**config.mk**
```make
export PLATFORM = sky130hd
export DESIGN_NAME = id_ex_top
export DESIGN_NICKNAME = d
export VERILOG_FILES = /design/src/verilog/pipe_pkg.sv /design/src/verilog/ex_alu.sv /design/src/verilog/id_ex_stage_reg.sv /design/src/verilog/id_ex_top.sv /design/src/verilog/instr_decoder.sv /design/src/verilog/reg_file.sv
export VERILOG_INCLUDE_DIRS = /design/src /design/src/include
export SDC_FILE = /design/constraint.sdc
export NUM_CORES = 2
export LEC_CHECK = 0
export BUFFER_PORTS_ARGS = -buffer_cell sky130_fd_sc_hd__buf_2
export CAP_MARGIN = 20
export CORE_MARGIN = 4
export CORE_UTILIZATION = 64
export DETAILED_ROUTE_END_ITERATION = 8
export PLACE_DENSITY = 0.91
export SLEW_MARGIN = 20
export SYNTH_ARGS = -nofsm -noshare
export SYNTH_HDL_FRONTEND = slang
export SYNTH_SLANG_ARGS = --single-unit
```
**constraint.sdc**
```tcl
create_clock -name clk_i -period 5.4 [get_ports clk_i]
set_clock_uncertainty 0.2 [all_clocks]
set_input_delay 0.27 -clock clk_i [delete_from_list [all_inputs] [get_ports clk_i]]
set_output_delay 0.27 -clock clk_i [all_outputs]
set_load 0.02 [all_outputs]
```
**src/include/pipe_consts.svh**
```systemverilog
`ifndef PIPE_CONSTS_SVH
`define PIPE_CONSTS_SVH

`define XLEN        32
`define REG_ADDR_W  5
`define ALU_OP_W    5
`define BR_SEL_W    3

`define OPC_OP      7'b0110011
`define OPC_OP_IMM  7'b0010011
`define OPC_LUI     7'b0110111
`define OPC_AUIPC   7'b0010111
`define OPC_BRANCH  7'b1100011
`define OPC_JAL     7'b1101111

`define F3_ADD_SUB  3'b000
`define F3_SLL      3'b001
`define F3_SLT      3'b010
`define F3_SLTU     3'b011
`define F3_XOR      3'b100
`define F3_SR       3'b101
`define F3_OR       3'b110
`define F3_AND      3'b111

`define OP1_RS1     1'b0
`define OP1_PC      1'b1
`define OP2_RS2     1'b0
`define OP2_IMM     1'b1

`define ALU_ADD     5'd0
`define ALU_SUB     5'd1
`define ALU_AND     5'd2
`define ALU_OR      5'd3
`define ALU_XOR     5'd4
`define ALU_SLL     5'd5
`define ALU_SRL     5'd6
`define ALU_SRA     5'd7
`define ALU_SLT     5'd8
`define ALU_SLTU    5'd9
`define ALU_PASS_B  5'd10

// Conditional branch codes equal the branch funct3.
`define BR_BEQ      3'b000
`define BR_BNE      3'b001
`define BR_NONE     3'b010
`define BR_JUMP     3'b011
`define BR_BLT      3'b100
`define BR_BGE      3'b101
`define BR_BLTU     3'b110
`define BR_BGEU     3'b111

`endif

```
**src/verilog/pipe_pkg.sv**
```systemverilog
`default_nettype none

`include "pipe_consts.svh"

package pipe_pkg;

    typedef struct packed {
        logic [6:0]             funct7;
        logic [`REG_ADDR_W-1:0] rs2;
        logic [`REG_ADDR_W-1:0] rs1;
        logic [2:0]             funct3;
        logic [`REG_ADDR_W-1:0] rd;
        logic [6:0]             opcode;
    } r_fmt_s;

    typedef struct packed {
        logic [11:0]            imm;
        logic [`REG_ADDR_W-1:0] rs1;
        logic [2:0]             funct3;
        logic [`REG_ADDR_W-1:0] rd;
        logic [6:0]             opcode;
    } i_fmt_s;

    typedef struct packed {
        logic [6:0]             imm_hi;     // imm[12], imm[10:5].
        logic [`REG_ADDR_W-1:0] rs2;
        logic [`REG_ADDR_W-1:0] rs1;
        logic [2:0]             funct3;
        logic [4:0]             imm_lo;     // imm[4:1], imm[11].
        logic [6:0]             opcode;
    } sb_fmt_s;

    typedef struct packed {
        logic [19:0]            imm;
        logic [`REG_ADDR_W-1:0] rd;
        logic [6:0]             opcode;
    } uj_fmt_s;

    typedef union packed {
        r_fmt_s  r_fmt;
        i_fmt_s  i_fmt;
        sb_fmt_s sb_fmt;
        uj_fmt_s uj_fmt;
    } instr_u;

    typedef struct packed {
        logic [`XLEN-1:1]       pc;
        logic [`XLEN-1:0]       rs1_value;
        logic [`XLEN-1:0]       rs2_value;
        logic [`XLEN-1:0]       imm_value;
        logic                   op1_sel;
        logic                   op2_sel;
        logic [`ALU_OP_W-1:0]   alu_op;
        logic [`BR_SEL_W-1:0]   branch_sel;
        logic                   reg_wb_en;
        logic [`REG_ADDR_W-1:0] rd;
    } id_ex_s;

    typedef struct packed {
        logic [`XLEN-1:0]       result;
        logic [`REG_ADDR_W-1:0] rd;
        logic                   wb_en;
        logic                   branch_taken;
        logic [`XLEN-1:1]       branch_target;
    } ex_result_s;

    typedef struct packed {
        logic                   en;
        logic [`REG_ADDR_W-1:0] addr;
        logic [`XLEN-1:0]       data;
    } rf_write_s;

endpackage

`default_nettype wire

```
**src/verilog/ex_alu.sv**
```systemverilog
`timescale 1ns/1ps
`default_nettype none

`include "pipe_consts.svh"

module ex_alu import pipe_pkg::*; (
    input  id_ex_s     id_ex_i,
    output ex_result_s ex_o
);

    logic [`XLEN-1:0] pc_full;
    logic [`XLEN-1:0] op_a;
    logic [`XLEN-1:0] op_b;
    logic [4:0]       shamt;
    logic [`XLEN-1:0] alu_result;
    logic             cmp_eq;
    logic             cmp_lt;
    logic             cmp_ltu;
    logic             taken;
    logic [`XLEN-1:0] target;

    assign pc_full = {id_ex_i.pc, 1'b0};
    assign op_a    = (id_ex_i.op1_sel == `OP1_PC) ? pc_full : id_ex_i.rs1_value;

    // Jal links pc + 4.
    assign op_b  = (id_ex_i.branch_sel == `BR_JUMP) ? `XLEN'd4 :
                   (id_ex_i.op2_sel == `OP2_IMM) ? id_ex_i.imm_value : id_ex_i.rs2_value;
    assign shamt = op_b[4:0];

    always_comb begin
        case (id_ex_i.alu_op)
            `ALU_ADD:    alu_result = op_a + op_b;
            `ALU_SUB:    alu_result = op_a - op_b;
            `ALU_AND:    alu_result = op_a & op_b;
            `ALU_OR:     alu_result = op_a | op_b;
            `ALU_XOR:    alu_result = op_a ^ op_b;
            `ALU_SLL:    alu_result = op_a << shamt;
            `ALU_SRL:    alu_result = op_a >> shamt;
            `ALU_SRA:    alu_result = $signed(op_a) >>> shamt;
            `ALU_SLT:    alu_result = {31'd0, $signed(op_a) < $signed(op_b)};
            `ALU_SLTU:   alu_result = {31'd0, op_a < op_b};
            `ALU_PASS_B: alu_result = op_b;
            default:     alu_result = '0;
        endcase
    end

    assign cmp_eq  = (id_ex_i.rs1_value == id_ex_i.rs2_value);
    assign cmp_lt  = ($signed(id_ex_i.rs1_value) < $signed(id_ex_i.rs2_value));
    assign cmp_ltu = (id_ex_i.rs1_value < id_ex_i.rs2_value);

    always_comb begin
        case (id_ex_i.branch_sel)
            `BR_BEQ:  taken = cmp_eq;
            `BR_BNE:  taken = !cmp_eq;
            `BR_BLT:  taken = cmp_lt;
            `BR_BGE:  taken = !cmp_lt;
            `BR_BLTU: taken = cmp_ltu;
            `BR_BGEU: taken = !cmp_ltu;
            `BR_JUMP: taken = 1'b1;
            default:  taken = 1'b0;                  // BR_NONE.
        endcase
    end

    assign target = pc_full + id_ex_i.imm_value;

    assign ex_o.result        = alu_result;
    assign ex_o.rd            = id_ex_i.rd;
    assign ex_o.wb_en         = id_ex_i.reg_wb_en;
    assign ex_o.branch_taken  = taken;
    assign ex_o.branch_target = target[`XLEN-1:1];

endmodule

`default_nettype wire

```
**src/verilog/id_ex_stage_reg.sv**
```systemverilog
`timescale 1ns/1ps
`default_nettype none

`include "pipe_consts.svh"

module id_ex_stage_reg import pipe_pkg::*; (
    input  logic   clk_i,
    input  logic   rst_n_i,
    input  logic   stall_i,
    input  logic   flush_i,
    input  id_ex_s id_ex_i,
    output id_ex_s id_ex_o
);

    localparam id_ex_s BUBBLE = '{
        pc:         '0,
        rs1_value:  '0,
        rs2_value:  '0,
        imm_value:  '0,
        op1_sel:    `OP1_RS1,
        op2_sel:    `OP2_RS2,
        alu_op:     `ALU_ADD,
        branch_sel: `BR_NONE,
        reg_wb_en:  1'b0,
        rd:         '0
    };

    always_ff @(posedge clk_i or negedge rst_n_i) begin
        if (!rst_n_i) begin
            id_ex_o <= BUBBLE;
        end else if (flush_i) begin
            id_ex_o <= BUBBLE;                       // Flush wins over stall.
        end else if (!stall_i) begin
            id_ex_o <= id_ex_i;
        end
    end

endmodule

`default_nettype wire

```
**src/verilog/id_ex_top.sv**
```systemverilog
`timescale 1ns/1ps
`default_nettype none

`include "pipe_consts.svh"

module id_ex_top import pipe_pkg::*; (
    input  logic             clk_i,
    input  logic             rst_n_i,
    input  instr_u           instr_i,
    input  logic [`XLEN-1:1] pc_i,
    input  logic             stall_i,
    input  logic             flush_i,
    input  rf_write_s        rf_wr_i,
    output ex_result_s       ex_o
);

    logic [`REG_ADDR_W-1:0] rs1_addr;
    logic [`REG_ADDR_W-1:0] rs2_addr;
    logic [`XLEN-1:0]       rs1_value;
    logic [`XLEN-1:0]       rs2_value;
    id_ex_s                 id_bundle;
    id_ex_s                 ex_bundle;

    instr_decoder u_decoder (
        .instr_i     (instr_i),
        .pc_i        (pc_i),
        .rs1_value_i (rs1_value),
        .rs2_value_i (rs2_value),
        .rs1_addr_o  (rs1_addr),
        .rs2_addr_o  (rs2_addr),
        .id_ex_o     (id_bundle)
    );

    reg_file u_reg_file (
        .clk_i       (clk_i),
        .rst_n_i     (rst_n_i),
        .rs1_addr_i  (rs1_addr),
        .rs2_addr_i  (rs2_addr),
        .wr_i        (rf_wr_i),
        .rs1_value_o (rs1_value),
        .rs2_value_o (rs2_value)
    );

    id_ex_stage_reg u_id_ex (
        .clk_i   (clk_i),
        .rst_n_i (rst_n_i),
        .stall_i (stall_i),
        .flush_i (flush_i),
        .id_ex_i (id_bundle),
        .id_ex_o (ex_bundle)
    );

    ex_alu u_ex_alu (
        .id_ex_i (ex_bundle),
        .ex_o    (ex_o)
    );

endmodule

`default_nettype wire

```
**src/verilog/instr_decoder.sv**
```systemverilog
`timescale 1ns/1ps
`default_nettype none

`include "pipe_consts.svh"

module instr_decoder import pipe_pkg::*; (
    input  instr_u                 instr_i,
    input  logic [`XLEN-1:1]       pc_i,
    input  logic [`XLEN-1:0]       rs1_value_i,
    input  logic [`XLEN-1:0]       rs2_value_i,
    output logic [`REG_ADDR_W-1:0] rs1_addr_o,
    output logic [`REG_ADDR_W-1:0] rs2_addr_o,
    output id_ex_s                 id_ex_o
);

    logic [`XLEN-1:0] imm_i;
    logic [`XLEN-1:0] imm_b;
    logic [`XLEN-1:0] imm_u;
    logic [`XLEN-1:0] imm_j;
    logic             imm_sr_alt;

    function automatic logic [`ALU_OP_W-1:0] alu_decode(input logic [2:0] funct3,
                                                         input logic       alt);
        case (funct3)
            `F3_ADD_SUB: alu_decode = alt ? `ALU_SUB : `ALU_ADD;
            `F3_SLL:     alu_decode = `ALU_SLL;
            `F3_SLT:     alu_decode = `ALU_SLT;
            `F3_SLTU:    alu_decode = `ALU_SLTU;
            `F3_XOR:     alu_decode = `ALU_XOR;
            `F3_SR:      alu_decode = alt ? `ALU_SRA : `ALU_SRL;
            `F3_OR:      alu_decode = `ALU_OR;
            default:     alu_decode = `ALU_AND;
        endcase
    endfunction

    assign rs1_addr_o = instr_i.r_fmt.rs1;
    assign rs2_addr_o = instr_i.r_fmt.rs2;

    assign imm_i = {{20{instr_i.i_fmt.imm[11]}}, instr_i.i_fmt.imm};
    assign imm_b = {{19{instr_i.sb_fmt.imm_hi[6]}}, instr_i.sb_fmt.imm_hi[6],
                    instr_i.sb_fmt.imm_lo[0], instr_i.sb_fmt.imm_hi[5:0],
                    instr_i.sb_fmt.imm_lo[4:1], 1'b0};
    assign imm_u = {instr_i.uj_fmt.imm, 12'd0};
    assign imm_j = {{11{instr_i.uj_fmt.imm[19]}}, instr_i.uj_fmt.imm[19],
                    instr_i.uj_fmt.imm[7:0], instr_i.uj_fmt.imm[8],
                    instr_i.uj_fmt.imm[18:9], 1'b0};

    // Only srai takes the funct7 bit; addi has no subtract form.
    assign imm_sr_alt = (instr_i.i_fmt.funct3 == `F3_SR) && instr_i.r_fmt.funct7[5];

    always_comb begin
        id_ex_o            = '0;
        id_ex_o.pc         = pc_i;
        id_ex_o.rs1_value  = rs1_value_i;
        id_ex_o.rs2_value  = rs2_value_i;
        id_ex_o.alu_op     = `ALU_ADD;
        id_ex_o.branch_sel = `BR_NONE;
        case (instr_i.r_fmt.opcode)
            `OPC_OP: begin
                id_ex_o.op1_sel   = `OP1_RS1;
                id_ex_o.op2_sel   = `OP2_RS2;
                id_ex_o.alu_op    = alu_decode(instr_i.r_fmt.funct3, instr_i.r_fmt.funct7[5]);
                id_ex_o.reg_wb_en = 1'b1;
                id_ex_o.rd        = instr_i.r_fmt.rd;
            end
            `OPC_OP_IMM: begin
                id_ex_o.imm_value = imm_i;
                id_ex_o.op2_sel   = `OP2_IMM;
                id_ex_o.alu_op    = alu_decode(instr_i.i_fmt.funct3, imm_sr_alt);
                id_ex_o.reg_wb_en = 1'b1;
                id_ex_o.rd        = instr_i.i_fmt.rd;
            end
            `OPC_LUI: begin
                id_ex_o.imm_value = imm_u;
                id_ex_o.op2_sel   = `OP2_IMM;
                id_ex_o.alu_op    = `ALU_PASS_B;
                id_ex_o.reg_wb_en = 1'b1;
                id_ex_o.rd        = instr_i.uj_fmt.rd;
            end
            `OPC_AUIPC: begin
                id_ex_o.imm_value = imm_u;
                id_ex_o.op1_sel   = `OP1_PC;
                id_ex_o.op2_sel   = `OP2_IMM;
                id_ex_o.reg_wb_en = 1'b1;
                id_ex_o.rd        = instr_i.uj_fmt.rd;
            end
            `OPC_JAL: begin
                id_ex_o.imm_value  = imm_j;          // Target offset; link uses pc + 4.
                id_ex_o.op1_sel    = `OP1_PC;
                id_ex_o.op2_sel    = `OP2_IMM;
                id_ex_o.branch_sel = `BR_JUMP;
                id_ex_o.reg_wb_en  = 1'b1;
                id_ex_o.rd         = instr_i.uj_fmt.rd;
            end
            `OPC_BRANCH: begin
                id_ex_o.imm_value = imm_b;
                case (instr_i.sb_fmt.funct3)
                    `BR_BEQ, `BR_BNE, `BR_BLT, `BR_BGE, `BR_BLTU, `BR_BGEU:
                        id_ex_o.branch_sel = instr_i.sb_fmt.funct3;
                    default:
                        id_ex_o.branch_sel = `BR_NONE;
                endcase
            end
            default: begin
                id_ex_o.branch_sel = `BR_NONE;       // Unsupported, bubble.
            end
        endcase
    end

endmodule

`default_nettype wire

```
**src/verilog/reg_file.sv**
```systemverilog
`timescale 1ns/1ps
`default_nettype none

`include "pipe_consts.svh"

module reg_file import pipe_pkg::*; (
    input  logic                   clk_i,
    input  logic                   rst_n_i,
    input  logic [`REG_ADDR_W-1:0] rs1_addr_i,
    input  logic [`REG_ADDR_W-1:0] rs2_addr_i,
    input  rf_write_s              wr_i,
    output logic [`XLEN-1:0]       rs1_value_o,
    output logic [`XLEN-1:0]       rs2_value_o
);

    logic [`XLEN-1:0] regs [1:31];

    always_ff @(posedge clk_i or negedge rst_n_i) begin
        if (!rst_n_i) begin
            for (int i = 1; i < 32; i++) begin
                regs[i] <= '0;
            end
        end else if (wr_i.en && (wr_i.addr != '0)) begin
            regs[wr_i.addr] <= wr_i.data;
        end
    end

    // No write bypass.
    assign rs1_value_o = (rs1_addr_i == '0) ? '0 : regs[rs1_addr_i];
    assign rs2_value_o = (rs2_addr_i == '0) ? '0 : regs[rs2_addr_i];

endmodule

`default_nettype wire
```
==> summary.md <==
| Metric | Value |
|---|---|
| Outcome | `finished, violations left` |
| Failing checks | `design-rule violations, negative hold slack` |
| Worst Hold Class | `in2async` |
| DRC | `1` |
| Share of flip-flops with an asynchronous set or reset | `1.00` |
| Synth-to-layout area growth | `11.4%` |
| Final hold vios | `4` |
| Post-Layout Cell Count | `7076` |
| Final Total Pwr | `27.8 mW` |
| Top cells by instance count after synthesis | `1133 x dfrtp_1, 1098 x mux2_2, 576 x mux4_2` |
| Clk sinks | `1134` |
| Core region area | `0.108 mm²` |
| Syn_area_per_cell | `12.7 µm²` |
| Share of cells above drive strength 1 | `0.413` |
| CP delay by family, top | `compound AO/OA/AOI/OAI gates` |
| Seq/Total Area, Yosys | `0.407` |
| Leakage | `33.8 nW` |
| Final critical-path required period | `5.38 ns` |
| Number of stages on the worst setup path | `14` |
| Cells after synthesis | `5487` |
| First-pass GRT wire length | `387000 µm` |
| Slew @ Worst Pin | `1.23 ns` |
| Gr usage total | `0.454` |
| Slew Viols, Final | `0` |
| CP peak stage delay | `0.48 ns` |
| Syn Std Cell Area | `0.0698 mm²` |
| Initial DRC count | `9795` |
| Crit path from | `u_id_ex.id_ex_o[14]` |
| Die ar. | `0.114 mm²` |
| CTS root buf | `clkbuf_16` |
| Relative slew slack | `0.180` |
| Number of global-route vias before repair | `57600` |
| Pwr Density | `357 mW/mm²` |
| Top-count cell post-synth | `dfrtp_1` |
| Clock Latency Late Sink | `0.75 ns` |
| Crit Path Class | `reg2out` |
| Cell area after layout | `0.0777 mm²` |
| # IOs | `175` |
| Bufs on Longest Clock Path | `3` |
| Cell repeated most along the worst path | `o21ai_0` |
| Top cells by area, synth | `dfrtp_1 41%, mux4_2 19%, mux2_2 18%, ha_1 2.9%, mux2i_1 2.7%` |
| Netlist cell types | `90` |
| Final WL | `266000 µm` |
| CP endpoint kind | `output port` |
| Largest net degree at the start of global routing | `199` |
| Via count | `56600` |
| Vias per inst | `8.00` |
| Final Util | `0.722` |
| Reg2reg start | `u_reg_file.regs[241]` |
| CTS buffer count | `112` |
| Flops & latches, synth | `1134` |
| Final net count | `5825` |
| Post-synth top area cell | `dfrtp_1` |
| Setup Viol. Count Final | `0` |
| CP startpoint kind | `flop` |
| Clock-pin slew on the worst setup and hold paths | `0.07 ns` |
| DRT Pass-1 Iters | `9` |
| Critical path buffers and inverters | `5` |
| Initial Util | `0.648` |
| Placed cell areas | `0.0721 mm²` |
| Drt wl/cell | `37.6 µm` |
| CTS tree | `done` |
| Critical path peak fanout | `49` |
| Final hold slack | `-0.0319 ns` |
| DIE WIDTH | `338 µm` |
| GP Congestion | `1.12` |
| EDFF count, synth | `0` |
| Yosys warns | `0` |
| CP Cell Sequence | `buf_4 > mux2i_2 > nor2_2 > buf_4 > inv_1 > buf_4 > o21ai_0 > o21ai_0 > mux2i_1 > o22ai_1 > o21ai_0 > o2111a_1 > o21ai_0 > buf_2` |
| CP required | `4.93 ns` |
| Standard-cell rows | `120` |
| Die height | `338 µm` |
| Worst path arrival time | `4.91 ns` |
| Port Buffers | `174` |
| Detail Route Antenna Nets | `0` |
| H-tree lvl count | `3` |
| Grt ovf | `0` |
| R2R depth | `4` |
| Placed insts | `6713` |
| Fin crit share | `0.996` |
| Syn_nets | `5754` |
| Max-cap violations | `0` |
| Top_reg_cell synth | `dfrtp_1` |
| Initial antenna violation count | `23` |
| Max rail drop VDD | `0.000343 V` |
| Critical-path top delay cell | `dfrtp_2` |
| Post-synth top area share | `0.406` |
| F_max | `186 MHz` |
| Final HPWL DP | `160000 µm` |
## metrics by stage
stage	setup slack, ns	setup TNS (ns)
after global routing	-0.0390	-0.0669
after floorplan	0.291	0
after detailed placement	0.368	0
after CTS	-0.0272	-0.0272
final	0.0225	0
after global placement	0.371	0
## cells in the final DEF (no fill, tap or decap), drive strengths merged, types with 36 or more instances in the layout
cell and count:
clkbuf 166, nor2 221, mux2 1098, a22o 77, a21oi 213, ha 159
nand2 261, dlygate4sd3 118, o211ai 36, a21o 39, buf 352, dfrtp 1133
mux2i 186, a211oi 38, o21ai 240, mux4 576, inv 136, nand3 66
xnor2 43
## logic make-up after synthesis
logic type               share of synthesized area
buffers and inverters                       0.0361
XOR/XNOR                                   0.00665
multiplexers                                 0.390
adder cells (fa/ha/maj)                     0.0294
AO/OA/AOI/OAI                               0.0831
flip-flops                                   0.407
AND/OR/NAND/NOR                             0.0481
## worst reg2reg max path: stages (launching register included)
cell	delay, ns
dfrtp_1	0.42
mux4_2	0.50
mux4_2	0.48
mux2i_1	0.73
o21ai_0	0.22
## per-layer routing
metal	part of all wire	up-vias	wire [µm]	track usage
li1	-	21100	-	-
met1	0.33	27900	86800	0.559
met2	0.43	5739	114000	0.663
met3	0.15	1894	38800	0.163
met4	0.098	16	26200	0.334
met5	0.00077	-	205	0.00500
## worst paths after layout
check | end | slack (ns)
max | ex_o[59] | 0.02
min | u_reg_file.regs[284] | -0.03
max reg2reg | u_id_ex.id_ex_o[65] | 2.67
min reg2reg | u_id_ex.id_ex_o[5] | 0.28
max in group asynchronous | u_reg_file.regs[495] | 3.38
min in group clk_i | u_id_ex.id_ex_o[42] | 0.10
## registers in the layout (all words and copies together) (netlist names)
register / cells
u_reg_file.regs: 992
u_id_ex.id_ex_o: 142
## final cells by class
cell class,count,area [µm²]
Tap cell,1403,1760
Clock buffer,165,3290
Fill cell,6230,29900
Clock inverter,44,529
Inverter,133,502
Antenna cell,20,50.0
Sequential cell,1134,28400
Timing Repair Buffer,471,3770
Multi-Input combinational cell,3706,39400
## where the power goes
group	total [mW]	internal, mW	switching, mW	leakage [nW]
sequential	11.5	10.0	1.53	14.6
combinational	7.93	3.90	4.03	17.3
clock	8.29	4.58	3.71	1.88
total	27.8	18.5	9.26	33.8
## repair_timing
action                                  in CTS  in global routing
pin swaps                                    2                 16
hold buffers                               118                  0
setup buffers                                0                 13
endpoints found under the setup margin      10                 13
gates resized for setup                     27                 57
hold endpoints to repair                  1060                  0
cloned                                       0                  1
(Power assumes the default switching activity.)
